[config.mk]
export PLATFORM = sky130hd
export DESIGN_NAME = msx_bus_if
export DESIGN_NICKNAME = d
export VERILOG_FILES = /design/src/cart_pkg.sv /design/src/msx_bus_if.sv
export SDC_FILE = /design/constraint.sdc
export NUM_CORES = 1
export LEC_CHECK = 0
export BUFFER_PORTS_ARGS = -buffer_cell sky130_fd_sc_hd__buf_2
export CAP_MARGIN = 20
export CORE_ASPECT_RATIO = 1.5
export CORE_MARGIN = 2
export CORE_UTILIZATION = 50
export DETAILED_ROUTE_END_ITERATION = 10
export PLACE_DENSITY = 0.77
export SYNTH_ARGS = -nofsm -noshare
export SYNTH_HDL_FRONTEND = slang
export SYNTH_SLANG_ARGS = --single-unit
[constraint.sdc]
create_clock -name clk -period 2.6 [get_ports clk]
set_input_delay 0.52 -clock clk [delete_from_list [all_inputs] [get_ports clk]]
set_output_delay 0.52 -clock clk [all_outputs]
set_load 0.01 [all_outputs]
[src/cart_pkg.sv]
`default_nettype none

package cart_pkg;

	// ------------------------------
	// I/O port numbers on ta[1:0]
	// ------------------------------
	// VRAM data with auto-increment
	localparam logic [1:0] PORT_DATA = 2'd0;
	// Two-byte address or register set
	localparam logic [1:0] PORT_CTRL = 2'd1;
	// Indirect register write
	localparam logic [1:0] PORT_REGW = 2'd2;
	// Register readback at the pointer
	localparam logic [1:0] PORT_REGR = 2'd3;

	// ------------------------------
	// Register file and timing
	// ------------------------------
	// Control registers with a 3-bit index
	localparam int NUM_REGS = 8;
	// twait hold after reset release
	localparam int POWERUP_WAIT = 16;
	// Refresh window length in clk cycles
	localparam int REFRESH_LEN = 4;
	// Start of service to read data
	localparam int READ_LATENCY = 3;

endpackage

`default_nettype wire
[src/msx_bus_if.sv]
`default_nettype none

module msx_bus_if import cart_pkg::*; (
	input wire clk,
	input wire rst,
	// Cartridge bus in the slow domain
	input wire n_ioreq,
	input wire n_rd,
	input wire n_wr,
	input wire [1:0] ta,
	input wire [7:0] td_in,
	// From the VDP port block
	input wire [7:0] rdata,
	input wire fetch_pending,
	// To the VDP port block
	output logic io_read,
	output logic io_write,
	output logic [1:0] port,
	output logic [7:0] wdata,
	// Back to the bus
	output logic [7:0] td_out,
	output logic tdir,
	output logic twait
);

	localparam int PW_W = $clog2(POWERUP_WAIT + 1);

	// Two-flop synchronizers on the idle-high strobes
	logic [1:0] ff_ioreq_s;
	logic [1:0] ff_rd_s;
	logic [1:0] ff_wr_s;
	// Address and data ride the same two stages
	logic [1:0] ff_ta_s [2];
	logic [7:0] ff_td_s [2];
	// One strobe per bus cycle
	logic ff_done;
	logic [PW_W-1:0] ff_pw_cnt;
	logic cyc_start;

	// ------------------------------
	// Synchronizer
	// ------------------------------
	always_ff @(posedge clk) begin
		if (rst) begin
			ff_ioreq_s <= 2'b11;
			ff_rd_s <= 2'b11;
			ff_wr_s <= 2'b11;
		end else begin
			ff_ioreq_s <= {ff_ioreq_s[0], n_ioreq};
			ff_rd_s <= {ff_rd_s[0], n_rd};
			ff_wr_s <= {ff_wr_s[0], n_wr};
		end
	end

	// Address and data stages
	always_ff @(posedge clk) begin
		ff_ta_s[0] <= ta;
		ff_ta_s[1] <= ff_ta_s[0];
		ff_td_s[0] <= td_in;
		ff_td_s[1] <= ff_td_s[0];
	end

	// ------------------------------
	// Strobe generation
	// ------------------------------
	// I/O cycle seen on the synchronized side and not yet taken
	assign cyc_start = !ff_ioreq_s[1] && (!ff_rd_s[1] || !ff_wr_s[1]) && !ff_done;

	always_ff @(posedge clk) begin
		if (rst) begin
			io_read <= 1'b0;
			io_write <= 1'b0;
			ff_done <= 1'b0;
		end else begin
			// Read wins if both strobes show up together
			io_read <= cyc_start && !ff_rd_s[1];
			io_write <= cyc_start && ff_rd_s[1];
			if (cyc_start)
				ff_done <= 1'b1;
			else if (ff_ioreq_s[1])
				ff_done <= 1'b0;
		end
	end

	// Port and write data held until the next cycle starts
	always_ff @(posedge clk) begin
		if (cyc_start) begin
			port <= ff_ta_s[1];
			wdata <= ff_td_s[1];
		end
	end

	// ------------------------------
	// Power-up wait and read drive
	// ------------------------------
	always_ff @(posedge clk) begin
		if (rst)
			ff_pw_cnt <= '0;
		else if (ff_pw_cnt != PW_W'(POWERUP_WAIT))
			ff_pw_cnt <= ff_pw_cnt + 1'b1;
	end

	// Held off until the counter saturates, or while a fetch is in flight
	assign twait = (ff_pw_cnt != PW_W'(POWERUP_WAIT)) || fetch_pending;

	// Drive only while the CPU reads
	assign tdir = !ff_ioreq_s[1] && !ff_rd_s[1];
	assign td_out = tdir ? rdata : 8'h00;

endmodule

`default_nettype wire

# --- Word-level counts from Yosys, hierarchy flattened ---
# Memory sizes are Yosys's and may differ from the RTL's. A register that Yosys moved wholly into a read port is not among the register bits.
# Cells that the tools add are included.
classes:
  addsub: 1
  eq_ne: 1
  mux: 3
  n_reduce_logical: 12
ops:
  columns: ["operator", "count"]
  rows:
  - ["$mux W8", 1]
  - ["$add A5 B1 Y5 const B", 1]
  - ["$logic_and A1 B1 Y1", 5]
  - ["$ne A5 B5 Y1 const B", 1]
  - ["$logic_not A1 Y1", 4]
  - ["$logic_or A1 B1 Y1", 2]
  - ["$mux W1", 2]
  - ["$reduce_bool A2 Y1", 1]
word_totals:
  reg_bits: 14
  ram_bits: 20
  in_bits: 24
  out_inout_bits: 22
  elab_cells: 26
  mem_count: 2
mem_list:
  columns: ["name", "words", "width", "read_ports", "rd_ports_with_merged_regs", "wr", "line_no", "source"]
  rows:
  - ["ff_td_s", 2, 8, 2, 1, 2, "msx_bus_if.sv:34", "logic [7:0] ff_td_s [2];"]
  - ["ff_ta_s", 2, 2, 2, 1, 2, "msx_bus_if.sv:33", "logic [1:0] ff_ta_s [2];"]

# --- Longest topological paths before layout ---
logic_depth:
  ltp_word: 5
  ltp_mapped: 4
  ltp_nobuf: 4

# --- Least setup slack after synthesis ---
# No wires, ideal clock.
synth_timing:
  kind: "reg-to-reg"
  start: "reg ff_done"
  end: "reg port[0], read port of ff_ta_s, enable pin"
  setup_ps: 393
  arrival_ps: 1174
  required_time_ps: 2207
  setup_slack_ps: 1033
  stages_incl_launch_ff: 2
  n_path_buf: 0
  period_less_slack_ps: 1567
  path_cell_list: "dfxtp_1 a211oi_1"
synth_between:
  elab_chain_cells: 2
synth_lines:
  columns: ["item", "line_no", "source"]
  rows:
  - ["start, declared", "msx_bus_if.sv:36", "logic ff_done;"]
  - ["start signal, assigned", "msx_bus_if.sv:73", "ff_done <= 1'b0;"]
  - ["start signal, assigned", "msx_bus_if.sv:79", "ff_done <= 1'b1;"]
  - ["start signal, assigned", "msx_bus_if.sv:81", "ff_done <= 1'b0;"]
  - ["$logic_not A1 Y1", "msx_bus_if.sv:67", "assign cyc_start = !ff_ioreq_s[1] && (!ff_rd_s[1] || !ff_wr_s[1]) && !ff_done;"]
  - ["$logic_and A1 B1 Y1", "msx_bus_if.sv:67", null]
  - ["via cyc_start", "msx_bus_if.sv:38", "logic cyc_start;"]
  - ["end, declared", "msx_bus_if.sv:18", "output logic [1:0] port,"]
# The timed path passes the listed nets, and every way through them passes these cells.
# A chain may end at the register's enable or synchronous reset.

# --- Worst setup path after layout ---
layout_timing:
  start: "reg ff_pw_cnt[0]"
  end: "out twait"
layout_between:
  elab_chain_cells: 2
layout_lines:
  columns: ["item", "line_no", "source"]
  rows:
  - ["start, declared", "msx_bus_if.sv:37", "logic [PW_W-1:0] ff_pw_cnt;"]
  - ["start signal, assigned", "msx_bus_if.sv:100", "ff_pw_cnt <= ff_pw_cnt + 1'b1;"]
  - ["$ne A5 B5 Y1", "msx_bus_if.sv:104", "assign twait = (ff_pw_cnt != PW_W'(POWERUP_WAIT)) || fetch_pending;"]
  - ["$logic_or A1 B1 Y1", "msx_bus_if.sv:104", null]
  - ["end, declared", "msx_bus_if.sv:23", "output logic twait"]
# No other way between the ends.

==> run metrics <==
status finished clean; Crit Path Category flip-flop to output port; Netlist cell types 24; DIE HEIGHT about 66 um; min cycle time layout a little under 2 ns; GPL Wtd Cong 0.6997; # H-tree levels 2; initial antenna violation count 0; layout cells sized above 1 about 44%; Top Family by Delay on Critical Path flip-flops; CP startpoint ff_pw_cnt[0]; pre-CTS WS roughly 1 ns; placeable core region 2450 um2; required time worst endpoint between 2 and 2.5 ns; Reg2Reg Setup Slack about 1.3 ns; relative slew slack approximately three quarters; final setup TNS 0 ns; CTS max path bufs 2; starting DRC count in detailed routing 17; area grow syn2layout 24.61%; drt wl/cell 10.93 um; hold buffer count at CTS 0; hpwl dp around 1.4 mm; cts bufs inserted 5; diode count 0; Post-CTS Setup Bufs 0; final wirelength 1.803 mm; RR Startpoint ff_pw_cnt[0]; placed cell count approximately 160; Post-synth EDFFs 10; Final setup viols 0; worst min-delay path class input port to flip-flop; post-route cell area approximately 1600 um2; vias per cell between 4 and 5; maximum VDD drop between 0.4 and 0.5 mV; cell with the largest stage delay on the worst path dfxtp_1; drt first pass iters 4; nature of the critical path endpoint output port; register area share after synthesis approximately three quarters; synthesized flop and latch total 44; RSZ-0062 raised after global routing no; Rows 22; Top Layer Used met4; port buffer count 45; first-pass GRT wire length around 2.9 mm; Sink Count 44; worst slew pin tran around 0.38 ns; Synth Warn # 0; CP arrival around 1.4 ns; Final Slew Violations 0; number of global-route vias before repair ~700; DIE AREA about 3000 um2; Net Count, Synth ~110; met3 WL roughly 160 um; commonest register cell after synthesis dfxtp_1; max cap viols 0; post-route ant nets 0; setup ws final 0.6528 ns; io pins 46; Leak 0.7122 nW; worst-path cell chain inv_1 -> ha_1 -> and4bb_4 -> nand2b_1 -> buf_2; gr usage total between 10% and 20%; maximum clock rate between 500 and 600 MHz; most common cell after layout, fill and taps aside buf_2; Mapped Area between 1000 and 1500 um2; Fin. Hold Viols 0; Synth async-reset ratio 0%; root buffer cell clkbuf_4; clk_lat worst skew roughly 0.33 ns; die width between 40 and 50 um; met2 WL about 860 um; nets 166; final design utilization between 60% and 70%; crit path buf inv count 2; largest stage delay on the critical path 0.43 ns; CP endpoint twait; post-CTS sizing 0; post-synthesis cell count 88; final cell count without fillers between 150 and 200; period utilization around three quarters; CP Launch Type flip-flop; cell depth of the worst setup path 5; CTS tree yes; Via Count between 700 and 800; starting density of the core a little over half; DR DRC count 0; largest net degree at the start of global routing 18; skew final 0.006318 ns; Worst R2R Path Depth 4; Fill cells about 190; Clock Pin Slew Worst Setup and Hold Paths between 0.1 and 0.15 ns; total power divided by cell area approximately 680 nW/um2; Worst R2R End ff_pw_cnt[0]; Syn Area/Cell 14.67 um2; Post-DP Area 1550 um2; M1 WL roughly 740 um; most frequent cells in the layout 45 x buf_2, 34 x dfxtp_1, 10 x edfxtp_1, 8 x and2_1, 6 x or2_2; grt total ovfl 0; critical path peak fanout 6
[per-layer routing]
metal	vias to the layer above	track usage (%)
li1	397	-
met1	336	13.85
met2	38	22.01
met3	6	5.738
met4	0	7.721
met5	-	0
[registers in the layout, summed over array words and instances (netlist names)]
register	flops
ff_ta_s	4
ff_rd_s	2
ff_done	1
io_read	1
io_write	1
port	2
ff_ioreq_s	2
ff_td_s	16
ff_pw_cnt	5
wdata	8
ff_wr_s	2
[final cells by class]
| type | instances | area, um2 | area share, % |
|---|---|---|---|
| well taps | 24 | 30.03 | 1.866 |
| clock buffers | 8 | 58.81 | 3.655 |
| multi-input cells | 40 | 295.3 | 18.35 |
| repair buffers | 46 | 232.7 | 14.46 |
| flip-flops and latches | 44 | 980.9 | 60.96 |
| inverters | 3 | 11.26 | 0.6998 |
[cells by family after synthesis]
family	after synthesis	synth area share, %
compound gates	4	2.229
xor+xnor	1	0.6784
fa+ha+maj	2	1.938
buf+inv	4	1.162
flops	44	75.97
mux	3	2.810
simple gates	30	15.21
[worst min path at each step]
stage	slack, ns	endpoint	cells after the start	start
3_3_place_gp	0.31	ff_td_s[1][5]	0	ff_td_s[0][5]
2_1_floorplan	0.31	ff_ta_s[1][0]	0	ff_ta_s[0][0]
5_1_grt	0.25	ff_td_s[0][0]	1	td_in[0]
4_1_cts	0.26	ff_ta_s[0][0]	1	ta[0]
6_report	0.28	ff_ta_s[0][0]	1	ta[0]
3_5_place_dp	0.31	ff_td_s[1][3]	0	ff_td_s[0][3]
[worst register-to-register path: cells and delay by family, from the launching register on]
kind                       cells  cell delay, ns
DFF                            1            0.43
buffers and inverters          1            0.07
muxes                          1            0.30
adders and majority gates      1            0.19
and+or+nand+nor                1            0.22
[cells in the mapped netlist (2+ instances only)]
cell type	number	share of area (%)
nor2_1	3	0.87
nand2b_1	4	1.9
dfxtp_1	34	53
inv_1	3	0.87
nor2b_1	2	0.97
edfxtp_1	10	23
ha_1	2	1.9
and2_1	8	3.9
or2_2	6	2.9
nor4_1	2	0.97
[power by group]
part | switching, W | internal (W)
registers | 0.0000113 | 0.000725
clock network | 0.000183 | 0.000134
logic | 0.0000176 | 0.0000262
total | 0.000212 | 0.000885
[through the flow]
| stage | hold WS, ns | total power [W] |
|---|---|---|
| floorplan | 0.3096 | 0.0007706 |
| global placement | 0.3115 | 0.0007928 |
| detailed placement | 0.3121 | 0.0007972 |
| CTS | 0.2608 | 0.001112 |
| global route | 0.2535 | 0.001147 |
| finish | 0.2781 | 0.001097 |
(Power assumes the default switching activity.)
